$ cat src/logic/apb_pkg.sv
`default_nettype none

package apb_pkg;

  localparam int APB_ADDR_MAX = 12;
  localparam int APB_DATA_W   = 32;

  typedef struct packed {
    logic                    psel;
    logic                    penable;
    logic                    pwrite;
    logic [APB_ADDR_MAX-1:0] paddr;
    logic [APB_DATA_W-1:0]   pwdata;
  } apb_req_t;

  typedef struct packed {
    logic [APB_DATA_W-1:0] prdata;
    logic                  pready;
    logic                  pslverr;
  } apb_rsp_t;

  // ##########################################################################
  // register map.
  // ##########################################################################
  localparam logic [APB_ADDR_MAX-1:0] REG_OPA    = 12'h000;
  localparam logic [APB_ADDR_MAX-1:0] REG_OPB    = 12'h004;
  localparam logic [APB_ADDR_MAX-1:0] REG_CTRL   = 12'h008;  // bit 0 opcode.
  localparam logic [APB_ADDR_MAX-1:0] REG_RESULT = 12'h00C;
  localparam logic [APB_ADDR_MAX-1:0] REG_STATUS = 12'h010;  // bit 0 done.

endpackage

`default_nettype wire

$ cat src/logic/fp16_pkg.sv
`default_nettype none

package fp16_pkg;

  // ##########################################################################
  // half precision format, 1-5-10.
  // ##########################################################################
  localparam int EXP_BITS  = 5;
  localparam int MAN_BITS  = 10;
  localparam int BIAS      = 15;
  localparam int EXP_INF   = 2 * BIAS + 1;     // all-ones exponent field.
  localparam int PREC_BITS = MAN_BITS + 1;     // hidden bit included.
  localparam int GRD_BITS  = 13;
  localparam int SUM_BITS  = 1 + PREC_BITS + GRD_BITS;
  localparam int LZC_BITS  = $clog2(SUM_BITS + 1);

  localparam logic [15:0] FP16_QNAN = 16'h7E00;

  typedef struct packed {
    logic                sign;
    logic [EXP_BITS-1:0] exponent;
    logic [MAN_BITS-1:0] mantissa;
  } fp16_t;

  typedef enum logic {
    FP_ADD = 1'b0,
    FP_SUB = 1'b1
  } fp_op_e;

  // carried from the align stage into the normalize stage.
  typedef struct packed {
    logic                sign;
    logic [EXP_BITS:0]   exponent;     // exponent of the larger operand.
    logic [SUM_BITS-1:0] sum;          // carry, precision and guard bits.
    logic                sticky;
    logic                special;
    fp16_t               special_res;
  } align_t;

endpackage

`default_nettype wire
$ cat src/logic/fp16_add_apb_top.sv
`timescale 1ns/1ps
`default_nettype none

module fp16_add_apb_top #(
  parameter int ADDR_WIDTH = 12
) (
  input  logic               clk_i,
  input  logic               reset_i,
  input  apb_pkg::apb_req_t  apb_req_i,
  output apb_pkg::apb_rsp_t  apb_rsp_o
);
  import fp16_pkg::*;

  logic   launch;
  fp16_t  opa;
  fp16_t  opb;
  fp_op_e op;
  logic   stage_valid;
  align_t stage;
  logic   result_valid;
  fp16_t  result;

  fp16_apb_regs #(
    .ADDR_WIDTH (ADDR_WIDTH)
  ) u_fp16_apb_regs (
    .clk_i          (clk_i),
    .reset_i        (reset_i),
    .apb_req_i      (apb_req_i),
    .apb_rsp_o      (apb_rsp_o),
    .launch_o       (launch),
    .opa_o          (opa),
    .opb_o          (opb),
    .op_o           (op),
    .result_valid_i (result_valid),
    .result_i       (result)
  );

  // two registered stages, result two cycles after launch.
  fp16_align u_fp16_align (
    .clk_i         (clk_i),
    .reset_i       (reset_i),
    .launch_i      (launch),
    .opa_i         (opa),
    .opb_i         (opb),
    .op_i          (op),
    .stage_valid_o (stage_valid),
    .stage_o       (stage)
  );

  fp16_normalize u_fp16_normalize (
    .clk_i          (clk_i),
    .reset_i        (reset_i),
    .stage_valid_i  (stage_valid),
    .stage_i        (stage),
    .result_valid_o (result_valid),
    .result_o       (result)
  );

endmodule

`default_nettype wire

$ cat src/logic/fp16_apb_regs.sv
`timescale 1ns/1ps
`default_nettype none

module fp16_apb_regs #(
  parameter int ADDR_WIDTH = 12
) (
  input  logic               clk_i,
  input  logic               reset_i,
  input  apb_pkg::apb_req_t  apb_req_i,
  output apb_pkg::apb_rsp_t  apb_rsp_o,
  output logic               launch_o,
  output fp16_pkg::fp16_t    opa_o,
  output fp16_pkg::fp16_t    opb_o,
  output fp16_pkg::fp_op_e   op_o,
  input  logic               result_valid_i,
  input  fp16_pkg::fp16_t    result_i
);
  import apb_pkg::*;
  import fp16_pkg::*;

  logic [APB_ADDR_MAX-1:0] addr;
  logic                    access;
  logic                    mapped;
  logic                    read_only;
  logic                    wr_en;
  fp16_t                   result_q;
  logic                    done_q;

  assign addr      = APB_ADDR_MAX'(apb_req_i.paddr[ADDR_WIDTH-1:0]);
  assign access    = apb_req_i.psel & apb_req_i.penable;
  assign mapped    = addr inside {REG_OPA, REG_OPB, REG_CTRL, REG_RESULT, REG_STATUS};
  assign read_only = (addr == REG_RESULT) | (addr == REG_STATUS);
  assign wr_en     = access & apb_req_i.pwrite & mapped & ~read_only;

  always_ff @(posedge clk_i) begin
    if (reset_i) begin
      opa_o    <= '0;
      opb_o    <= '0;
      op_o     <= FP_ADD;
      launch_o <= 1'b0;
      result_q <= '0;
      done_q   <= 1'b0;
    end else begin
      launch_o <= wr_en & (addr == REG_CTRL);  // one cycle after the write.
      if (wr_en & (addr == REG_OPA)) begin
        opa_o <= fp16_t'(apb_req_i.pwdata[15:0]);
      end
      if (wr_en & (addr == REG_OPB)) begin
        opb_o <= fp16_t'(apb_req_i.pwdata[15:0]);
      end
      if (wr_en & (addr == REG_CTRL)) begin
        op_o <= fp_op_e'(apb_req_i.pwdata[0]);
      end
      if (result_valid_i) begin
        result_q <= result_i;
      end
      if (launch_o) begin
        done_q <= 1'b0;
      end else if (result_valid_i) begin
        done_q <= 1'b1;
      end
    end
  end

  // ##########################################################################
  // read data and response.
  // ##########################################################################
  always_comb begin
    apb_rsp_o         = '0;
    apb_rsp_o.pready  = 1'b1;                  // no wait states.
    apb_rsp_o.pslverr = access & (~mapped | (apb_req_i.pwrite & read_only));
    if (access & ~apb_req_i.pwrite) begin
      case (addr)
        REG_OPA:    apb_rsp_o.prdata = {{(APB_DATA_W-16){1'b0}}, opa_o};
        REG_OPB:    apb_rsp_o.prdata = {{(APB_DATA_W-16){1'b0}}, opb_o};
        REG_CTRL:   apb_rsp_o.prdata = {{(APB_DATA_W-1){1'b0}}, op_o};
        REG_RESULT: apb_rsp_o.prdata = {{(APB_DATA_W-16){1'b0}}, result_q};
        REG_STATUS: apb_rsp_o.prdata = {{(APB_DATA_W-1){1'b0}}, done_q};
        default:    apb_rsp_o.prdata = '0;
      endcase
    end
  end

endmodule

`default_nettype wire

$ cat src/logic/fp16_normalize.sv
`timescale 1ns/1ps
`default_nettype none

module fp16_normalize (
  input  logic              clk_i,
  input  logic              reset_i,
  input  logic              stage_valid_i,
  input  fp16_pkg::align_t  stage_i,
  output logic              result_valid_o,
  output fp16_pkg::fp16_t   result_o
);
  import fp16_pkg::*;

  localparam int RND_W = EXP_BITS + 1 + MAN_BITS;

  logic [LZC_BITS-1:0]  lz;
  logic                 empty;
  logic [EXP_BITS:0]    lz_ext;
  logic [EXP_BITS:0]    shamt;
  logic [SUM_BITS-1:0]  norm;
  logic [EXP_BITS:0]    exp_pre;
  logic                 guard;
  logic                 rnd;
  logic                 stk;
  logic                 round_up;
  logic [RND_W-1:0]     rounded;
  fp16_t                result_d;

  lzc #(
    .WIDTH     (SUM_BITS),
    .CNT_WIDTH (LZC_BITS)
  ) u_lzc (
    .in_i    (stage_i.sum),
    .cnt_o   (lz),
    .empty_o (empty)
  );

  // ##########################################################################
  // normalize, stopping at exponent 1 for subnormal results.
  // ##########################################################################
  assign lz_ext = (EXP_BITS + 1)'(lz);
  assign shamt  = (lz_ext > stage_i.exponent) ? stage_i.exponent : lz_ext;
  assign norm   = stage_i.sum << shamt;

  // hidden bit lands on the msb, or stays 0 for a subnormal.
  assign exp_pre = norm[SUM_BITS-1] ?
                   stage_i.exponent + (EXP_BITS + 1)'(1) - shamt : '0;

  // ##########################################################################
  // round to nearest even.
  // ##########################################################################
  assign guard    = norm[GRD_BITS];
  assign rnd      = norm[GRD_BITS-1];
  assign stk      = (|norm[GRD_BITS-2:0]) | stage_i.sticky;
  assign round_up = guard & (rnd | stk | norm[GRD_BITS+1]);

  // a mantissa carry walks into the exponent by itself.
  assign rounded = {exp_pre, norm[SUM_BITS-2 -: MAN_BITS]} + RND_W'(round_up);

  always_comb begin
    result_d.sign     = stage_i.sign;
    result_d.exponent = rounded[MAN_BITS +: EXP_BITS];
    result_d.mantissa = rounded[MAN_BITS-1:0];
    if (stage_i.special) begin
      result_d = stage_i.special_res;
    end else if (empty) begin
      result_d.exponent = '0;
      result_d.mantissa = '0;
    end else if (rounded[RND_W-1 -: EXP_BITS+1] >= (EXP_BITS + 1)'(EXP_INF)) begin
      result_d.exponent = '1;                       // overflow to infinity.
      result_d.mantissa = '0;
    end
  end

  always_ff @(posedge clk_i) begin
    if (reset_i) begin
      result_valid_o <= 1'b0;
    end else begin
      result_valid_o <= stage_valid_i;
    end
  end

  always_ff @(posedge clk_i) begin
    if (stage_valid_i) begin
      result_o <= result_d;
    end
  end

endmodule

`default_nettype wire

$ cat src/logic/fp16_align.sv
`timescale 1ns/1ps
`default_nettype none

module fp16_align (
  input  logic              clk_i,
  input  logic              reset_i,
  input  logic              launch_i,
  input  fp16_pkg::fp16_t   opa_i,
  input  fp16_pkg::fp16_t   opb_i,
  input  fp16_pkg::fp_op_e  op_i,
  output logic              stage_valid_o,
  output fp16_pkg::align_t  stage_o
);
  import fp16_pkg::*;

  localparam int SHIFT_W = PREC_BITS + GRD_BITS;

  fp16_t                b_eff;
  logic                 den_a;
  logic                 den_b;
  logic                 zero_a;
  logic                 zero_b;
  logic                 inf_a;
  logic                 inf_b;
  logic                 nan_a;
  logic                 nan_b;
  logic [EXP_BITS-1:0]  exp_a;
  logic [EXP_BITS-1:0]  exp_b;
  logic [PREC_BITS-1:0] man_a;
  logic [PREC_BITS-1:0] man_b;
  logic                 a_big;
  logic                 same_mag;
  logic                 eff_sub;
  logic                 sign_l;
  logic [EXP_BITS-1:0]  exp_l;
  logic [EXP_BITS-1:0]  exp_s;
  logic [PREC_BITS-1:0] man_l;
  logic [PREC_BITS-1:0] man_s;
  logic [EXP_BITS-1:0]  diff;
  logic [SHIFT_W-1:0]   small_full;
  logic [SHIFT_W-1:0]   small_sh;
  logic [SHIFT_W-1:0]   lost_mask;
  logic                 sticky;
  logic [SUM_BITS:0]    big_w;
  logic [SUM_BITS:0]    small_w;
  logic [SUM_BITS:0]    sum_w;
  align_t               stage_d;

  // ##########################################################################
  // unpack and classify.
  // ##########################################################################
  always_comb begin
    b_eff      = opb_i;
    b_eff.sign = opb_i.sign ^ (op_i == FP_SUB);  // subtract flips b.
  end

  assign den_a  = opa_i.exponent == '0;
  assign den_b  = b_eff.exponent == '0;
  assign zero_a = den_a & (opa_i.mantissa == '0);
  assign zero_b = den_b & (b_eff.mantissa == '0);
  assign inf_a  = (opa_i.exponent == EXP_BITS'(EXP_INF)) & (opa_i.mantissa == '0);
  assign inf_b  = (b_eff.exponent == EXP_BITS'(EXP_INF)) & (b_eff.mantissa == '0);
  assign nan_a  = (opa_i.exponent == EXP_BITS'(EXP_INF)) & (opa_i.mantissa != '0);
  assign nan_b  = (b_eff.exponent == EXP_BITS'(EXP_INF)) & (b_eff.mantissa != '0);

  // subnormals sit at exponent 1 with a hidden zero.
  assign exp_a = den_a ? EXP_BITS'(1) : opa_i.exponent;
  assign exp_b = den_b ? EXP_BITS'(1) : b_eff.exponent;
  assign man_a = {~den_a, opa_i.mantissa};
  assign man_b = {~den_b, b_eff.mantissa};

  assign a_big    = {opa_i.exponent, opa_i.mantissa} >= {b_eff.exponent, b_eff.mantissa};
  assign same_mag = {opa_i.exponent, opa_i.mantissa} == {b_eff.exponent, b_eff.mantissa};
  assign eff_sub  = opa_i.sign ^ b_eff.sign;

  // ##########################################################################
  // swap, align and add.
  // ##########################################################################
  assign sign_l = a_big ? opa_i.sign : b_eff.sign;
  assign exp_l  = a_big ? exp_a : exp_b;
  assign exp_s  = a_big ? exp_b : exp_a;
  assign man_l  = a_big ? man_a : man_b;
  assign man_s  = a_big ? man_b : man_a;
  assign diff   = exp_l - exp_s;

  assign small_full = {man_s, {GRD_BITS{1'b0}}};
  assign small_sh   = small_full >> diff;
  assign lost_mask  = (SHIFT_W'(1) << diff) - SHIFT_W'(1);  // all ones past the width.
  assign sticky     = |(small_full & lost_mask);

  // sticky rides one place below the sum, so a borrow still marks it.
  assign big_w   = {1'b0, man_l, {GRD_BITS{1'b0}}, 1'b0};
  assign small_w = {1'b0, small_sh, sticky};
  assign sum_w   = eff_sub ? big_w - small_w : big_w + small_w;

  always_comb begin
    stage_d.exponent    = {1'b0, exp_l};
    stage_d.sum         = sum_w[SUM_BITS:1];
    stage_d.sticky      = sum_w[0];
    stage_d.special     = 1'b1;
    stage_d.special_res = fp16_t'(FP16_QNAN);
    if (zero_a & zero_b) begin
      stage_d.sign = opa_i.sign & b_eff.sign;      // -0 only from two -0.
    end else if (eff_sub & same_mag) begin
      stage_d.sign = 1'b0;                         // exact cancellation.
    end else begin
      stage_d.sign = sign_l;
    end
    if (nan_a | nan_b | (inf_a & inf_b & eff_sub)) begin
      stage_d.special_res = fp16_t'(FP16_QNAN);
    end else if (inf_a) begin
      stage_d.special_res = '{sign: opa_i.sign, exponent: '1, mantissa: '0};
    end else if (inf_b) begin
      stage_d.special_res = '{sign: b_eff.sign, exponent: '1, mantissa: '0};
    end else begin
      stage_d.special = 1'b0;
    end
  end

  always_ff @(posedge clk_i) begin
    if (reset_i) begin
      stage_valid_o <= 1'b0;
    end else begin
      stage_valid_o <= launch_i;
    end
  end

  always_ff @(posedge clk_i) begin
    if (launch_i) begin
      stage_o <= stage_d;
    end
  end

endmodule

`default_nettype wire

$ cat src/logic/lzc.sv
`timescale 1ns/1ps
`default_nettype none

module lzc #(
  parameter int WIDTH     = 25,
  parameter int CNT_WIDTH = 5
) (
  input  logic [WIDTH-1:0]     in_i,
  output logic [CNT_WIDTH-1:0] cnt_o,
  output logic                 empty_o
);

  // the highest set bit is found last and wins.
  always_comb begin
    cnt_o = CNT_WIDTH'(WIDTH);
    for (int i = 0; i < WIDTH; i++) begin
      if (in_i[i]) begin
        cnt_o = CNT_WIDTH'(WIDTH - 1 - i);
      end
    end
  end

  assign empty_o = ~|in_i;

endmodule

`default_nettype wire

$ cat config.mk
export PLATFORM = sky130hd
export DESIGN_NAME = fp16_add_apb_top
export DESIGN_NICKNAME = d
export VERILOG_FILES = /design/src/logic/apb_pkg.sv /design/src/logic/fp16_pkg.sv /design/src/logic/fp16_add_apb_top.sv /design/src/logic/fp16_apb_regs.sv /design/src/logic/fp16_normalize.sv /design/src/logic/fp16_align.sv /design/src/logic/lzc.sv
export SDC_FILE = /design/constraint.sdc
export NUM_CORES = 1
export LEC_CHECK = 0
export ABC_AREA = 1
export BUFFER_PORTS_ARGS = -buffer_cell sky130_fd_sc_hd__buf_2
export CORE_MARGIN = 2
export CORE_UTILIZATION = 60
export CTS_CLUSTER_DIAMETER = 50
export DETAILED_ROUTE_END_ITERATION = 6
export PLACE_DENSITY = 0.86
export SLEW_MARGIN = 10
export SYNTH_ARGS = -nofsm -noshare
export SYNTH_HDL_FRONTEND = slang
export SYNTH_SLANG_ARGS = --single-unit
$ cat constraint.sdc
create_clock -name clk_i -period 7.7 [get_ports clk_i]
set_clock_uncertainty 0.15 [all_clocks]
set_input_delay 1.54 -clock clk_i [delete_from_list [all_inputs] [get_ports clk_i]]
set_output_delay 1.54 -clock clk_i [all_outputs]
set_load 0.01 [all_outputs]
=== Yosys cells after proc, flatten, opt, wreduce, memory -nomap -nowiden ===
Index checks and enable logic that the tools add are counted.
Widths: inputs -> output; s select.

* Add/subtract/negate cells: 7
* Magnitude comparators: 3
* Eq/ne operators: 7
* Shift operators: 3
* Mux-type cells: 46
* Bitwise logic cells: 37
* Reduce and logical (&&, ||, !) cells: 13

{| class="wikitable"
|+ Operator list
! operator !! count
|-
| $mux 5 || 29
|-
| $pmux 16 s5 || 1
|-
| $mux 15 || 3
|-
| $mux 16 || 2
|-
| $mux 32 || 1
|-
| $add 25x25->26 || 1
|-
| $mux 26 || 1
|-
| $sub 25x25->26 || 1
|-
| $reduce_or 25->1 || 1
|-
| $shl 25x6->25 || 1
|-
| $and 24x24->24 || 1
|-
| $eq 12x4->1 const B || 2
|-
| $reduce_or 24->1 || 1
|-
| $shl 1x5->24 const A || 1
|-
| $shr 24x5->24 || 1
|-
| $sub 24x2->24 const B || 1
|-
| $and 1x1->1 || 22
|-
| $mux 11 || 2
|-
| $logic_not 10->1 || 2
|-
| $reduce_bool 10->1 || 2
|-
| $add 16x1->16 || 1
|-
| $eq 15x15->1 || 1
|-
| $ge 15x15->1 || 1
|-
| $eq 12x3->1 const B || 1
|-
| 17 further kinds || 36
|}

* Flip-flop bits (word level): 118
* Bits of input ports: 49
* Output and inout port bits: 34
* Word-level logic and storage cells: 142

=== Longest topological paths before layout ===
* Word-level depth: 38
* Mapped depth: 54

=== By module ===
A second synthesis with hierarchy kept.

* Cell total of the unflattened synthesis: 1,883
* Area total of the unflattened synthesis: 11,730.0 µm²

{| class="wikitable"
|+ Modules (own cells, without submodules)
! module !! times used !! cells each !! area an instance (µm²)
|-
| fp16_align || 1 || 814 || 5,288.8
|-
| fp16_normalize || 1 || 555 || 3,283.1
|-
| fp16_apb_regs || 1 || 438 || 2,829.0
|-
| lzc || 1 || 76 || 329.1
|}

=== Worst setup path before layout ===
Ideal clock, no wire load.

* Path kind: register to register
* From: register u_fp16_apb_regs.opb_o[14] (netlist bit)
* To: register u_fp16_align.stage_o[42] (netlist bit) (data pin)
* Setup time: 256 ps
* Arrival: 5,985 ps
* Required time: 7,294 ps
* Path slack: 1,309 ps
* Cell stages (with the launch flop): 41
* Buffers on the path: 4
* Cell sequence: dfxtp_1 > inv_1 > ha_1 > nand2_1 > inv_1 > nand3_1 > inv_1 > nand4_1 > or3_1 > nand3_2 > clkbuf_1 > clkbuf_1 > clkbuf_1 > nand2_1 > o21ai_0 > ha_1 > a21o_1 > a21oi_1 > [5 not listed] > o22ai_1 > inv_1 > ha_1 > inv_1 > a21oi_1 > nor2_1 > nor2_1 > nor2_1 > o21ai_0 > nand2_1 > a21oi_1 > nor2_1 > o211ai_1 > nand2_1 > a21oi_1 > nor2_1 > o21ai_0 > nand2_1

{| class="wikitable"
|+ RTL lines
! item !! RTL line !! text
|-
| start: declaration || fp16_apb_regs.sv:13 || <nowiki>output fp16_pkg::fp16_t opb_o,</nowiki>
|-
| start signal: assignment || fp16_apb_regs.sv:49 || <nowiki>opb_o <= fp16_t'(apb_req_i.pwdata[15:0]);</nowiki>
|-
| end signal: assignment || fp16_align.sv:130 || <nowiki>stage_o <= stage_d;</nowiki>
|-
| end: declaration || fp16_align.sv:12 || <nowiki>output fp16_pkg::align_t stage_o</nowiki>
|}

==> run metrics <==
status completed; GR Layer Usage met1 0.400; Slew Limit Fails 0; Hold Vio Cnt, Final 0; P&R area growth vs syn 5.93%; Achievable Freq between 100 and 150 MHz; full die area 17500 sq um; share of cells above drive strength 1 0.0858; Rel. slew slack 0.210; clock buffer count from CTS 9; Pwr Density roughly 100 nW/um^2; Remaining Overflow, GRT 0; gr usage total 0.296; ant diodes 0; Die X 132 microns; setup ws final between 500 and 600 ps; final setup fails 0; Clk Latency, worst-skew pair between 300 and 400 ps; core area between 15000 and 20000 sq um; Synth Area per Inst 6.48 sq um; final critical-path share of the clock period 0.923; grt peak-use layer met2; clock sinks 104; via count approximately 10k; met3 usage 0.0498; vias in the first global route 9034; Peak VDD IR slightly above 100 uV; largest net degree at the start of global routing 50; min cycle time layout slightly above 7000 ps; crit end category flip-flop; WL/cell ~15 microns; footprint of the multi-input gates 6200 sq um; Seq cells post-synth approximately 100; number of placed I/O pins just over 80; clock slew at reported path FFs roughly 80 ps; Least-Margin Pin Slew between 1000 and 1500 ps; crit path DAT just over 7000 ps; Non-Filler Instances about 1.8k; Residual DRC 0; final core occ 0.656; dpl cell area approximately 10000 sq um; Pleak 0.00498 uW; drt pass-1 iters 6; Synth area leader edfxtp_1; CTS Hold Bufs 0; max_cap viols 0; CP peak stage delay about 460 ps; H-tree depth 3; clock tree from TritonCTS yes; post-synthesis cell type count 61; row count 46; fin area between 10000 and 15000 sq um; critical path's slowest cell dfxtp_1; root buffer cell clkbuf_16; cts repair resizes 0; Register Area about 2600 sq um; maximum root-to-sink buffer count 2; Overall Power between 1000 and 1500 uW; number of synthesis warnings 0; Min-Delay Path Class flip-flop to flip-flop; DP Worst Slack around 630 ps; ys async rst share 0; met2 Usage GRT 0.470; ANT nets after route 0; fillers between 1k and 1.5k; Worst EP required about 7600 ps; Post-synth EDFFs between 50 and 60; Mapped Area slightly below 10000 sq um; kind of critical path flip-flop to flip-flop; initial antenna violation count 0; final wirelength roughly 26000 microns; Placer Congestion 0.942; Post-CTS Setup Inserts 0; DR iter-0 viols 1226; DR vias/cell about 5.8; DP HPWL a little over 20000 microns; Synth top area share 0.155; Die Ht 132 microns; dpl cells approximately 1.7k; Critical Path Source Type flip-flop; IO buf count 49; Main synth FF type dfxtp_1; Syn Inst Count 1528; CP max FO 21; starting density of the core 0.619; critical path's most frequent cell o21ai_1; Layout Nets approximately 1.6k; top cells by area, synth edfxtp_1 15%, nand2_1 12%, dfxtp_1 11%, nand3_1 8.6%, inv_1 7.7%; first-pass GRT wire length around 43000 microns; sequential area share after synthesis 0.262
==> worst paths after layout <==
kind	startpoint	slack (ps)	cells past startpoint	to
setup / recovery	u_fp16_apb_regs.opa_o[2]	600	33	u_fp16_align.stage_o[35]
hold reg to reg	u_fp16_apb_regs.result_q[15]	320	2	u_fp16_apb_regs.result_q[15]
setup reg to reg	u_fp16_apb_regs.opa_o[2]	600	33	u_fp16_align.stage_o[35]
hold / removal	u_fp16_apb_regs.result_q[15]	320	2	u_fp16_apb_regs.result_q[15]
==> critical path: cells and delay by family (launching register included) <==
| kind | cells | cell delay, ps |
|---|---|---|
| XOR/XNOR | 2 | 390 |
| flip-flops | 1 | 460 |
| AND/OR/NAND/NOR | 10 | 1870 |
| AO/OA/AOI/OAI | 14 | 2330 |
| buffers and inverters | 3 | 530 |
| adder cells (fa/ha/maj) | 4 | 1090 |
==> state kept, by name (all words and copies together), names as in the netlist <==
register / flops
u_fp16_align.stage_valid_o: 1
u_fp16_apb_regs.done_q: 1
u_fp16_apb_regs.opb_o: 16
u_fp16_apb_regs.opa_o: 16
u_fp16_apb_regs.launch_o: 1
u_fp16_normalize.result_o: 16
u_fp16_apb_regs.op_o: 1
u_fp16_align.stage_o: 35
u_fp16_apb_regs.result_q: 16
u_fp16_normalize.result_valid_o: 1
==> cell families (layout without fill, tap and decap cells) <==
kind of cell	after synthesis	count (layout)	synth area share
and+or+nand+nor	707	707	0.321
AOI/OAI and AO/OA	325	325	0.181
buffers and inverters	292	288	0.121
DFF	104	104	0.262
adders and majority gates	61	61	0.0793
xor gates and xnor gates	36	36	0.0345
other	2	17	0.000758
muxes	1	1	0.00101
==> metrics by stage <==
stage / hold WS, ps / TNS, ps
6_report: 323 / 0
5_1_grt: 351 / -12.7
4_1_cts: 317 / 0
3_5_place_dp: 305 / 0
3_3_place_gp: 296 / 0
2_1_floorplan: 280 / 0
==> power by group <==
part | leakage [uW] | switching, uW | internal, uW
sequential | 0.000823 | 0.0193 | 574
combinational | 0.00401 | 17.5 | 9.14
clock | 0.000147 | 237 | 234
==> layout by cell type, fill, tap and decap left out, drive strengths merged, types with 17 or more instances in the layout <==
cell / n
nand2: 332
inv: 212
nand3: 180
o21ai: 154
nor2: 134
a21oi: 100
buf: 59
ha: 58
dfxtp: 53
edfxtp: 51
o22ai: 28
xor2: 27
nand4: 22
nor3: 20
conb: 17
==> per-layer routing <==
| metal | share of wire | vias to the layer above |
|---|---|---|
| met5 | 0 | - |
| met4 | 0.035 | 0 |
| met3 | 0.075 | 88 |
| met2 | 0.46 | 445 |
| met1 | 0.43 | 4616 |
| li1 | - | 5092 |
==> cell type report <==
| type | instances | area share |
|---|---|---|
| inverter | 213 | 0.0762 |
| timing repair buffer | 59 | 0.0305 |
| clock inverter | 7 | 0.00811 |
| clock buffer | 9 | 0.0215 |
| multi-input combinational | 1147 | 0.591 |
| tap | 216 | 0.0258 |
| sequential | 104 | 0.247 |
==> Yosys cell counts (5+ instances only) <==
| master | instances |
|---|---|
| a21oi_1 | 100 |
| a221oi_1 | 5 |
| buf_2 | 10 |
| buf_4 | 18 |
| clkbuf_1 | 45 |
| dfxtp_1 | 53 |
| edfxtp_1 | 51 |
| ha_1 | 58 |
| inv_1 | 204 |
| inv_2 | 5 |
| nand2_1 | 321 |
| nand2_2 | 10 |
| nand3_1 | 171 |
| nand3_2 | 6 |
| nand4_1 | 22 |
| nor2_1 | 116 |
| nor2_2 | 16 |
| nor3_1 | 18 |
| nor4_1 | 8 |
| o21ai_0 | 137 |
| o21ai_1 | 14 |
| o22ai_1 | 28 |
| xnor2_1 | 7 |
| xor2_1 | 27 |
Power figures use the tool's default switching activity.
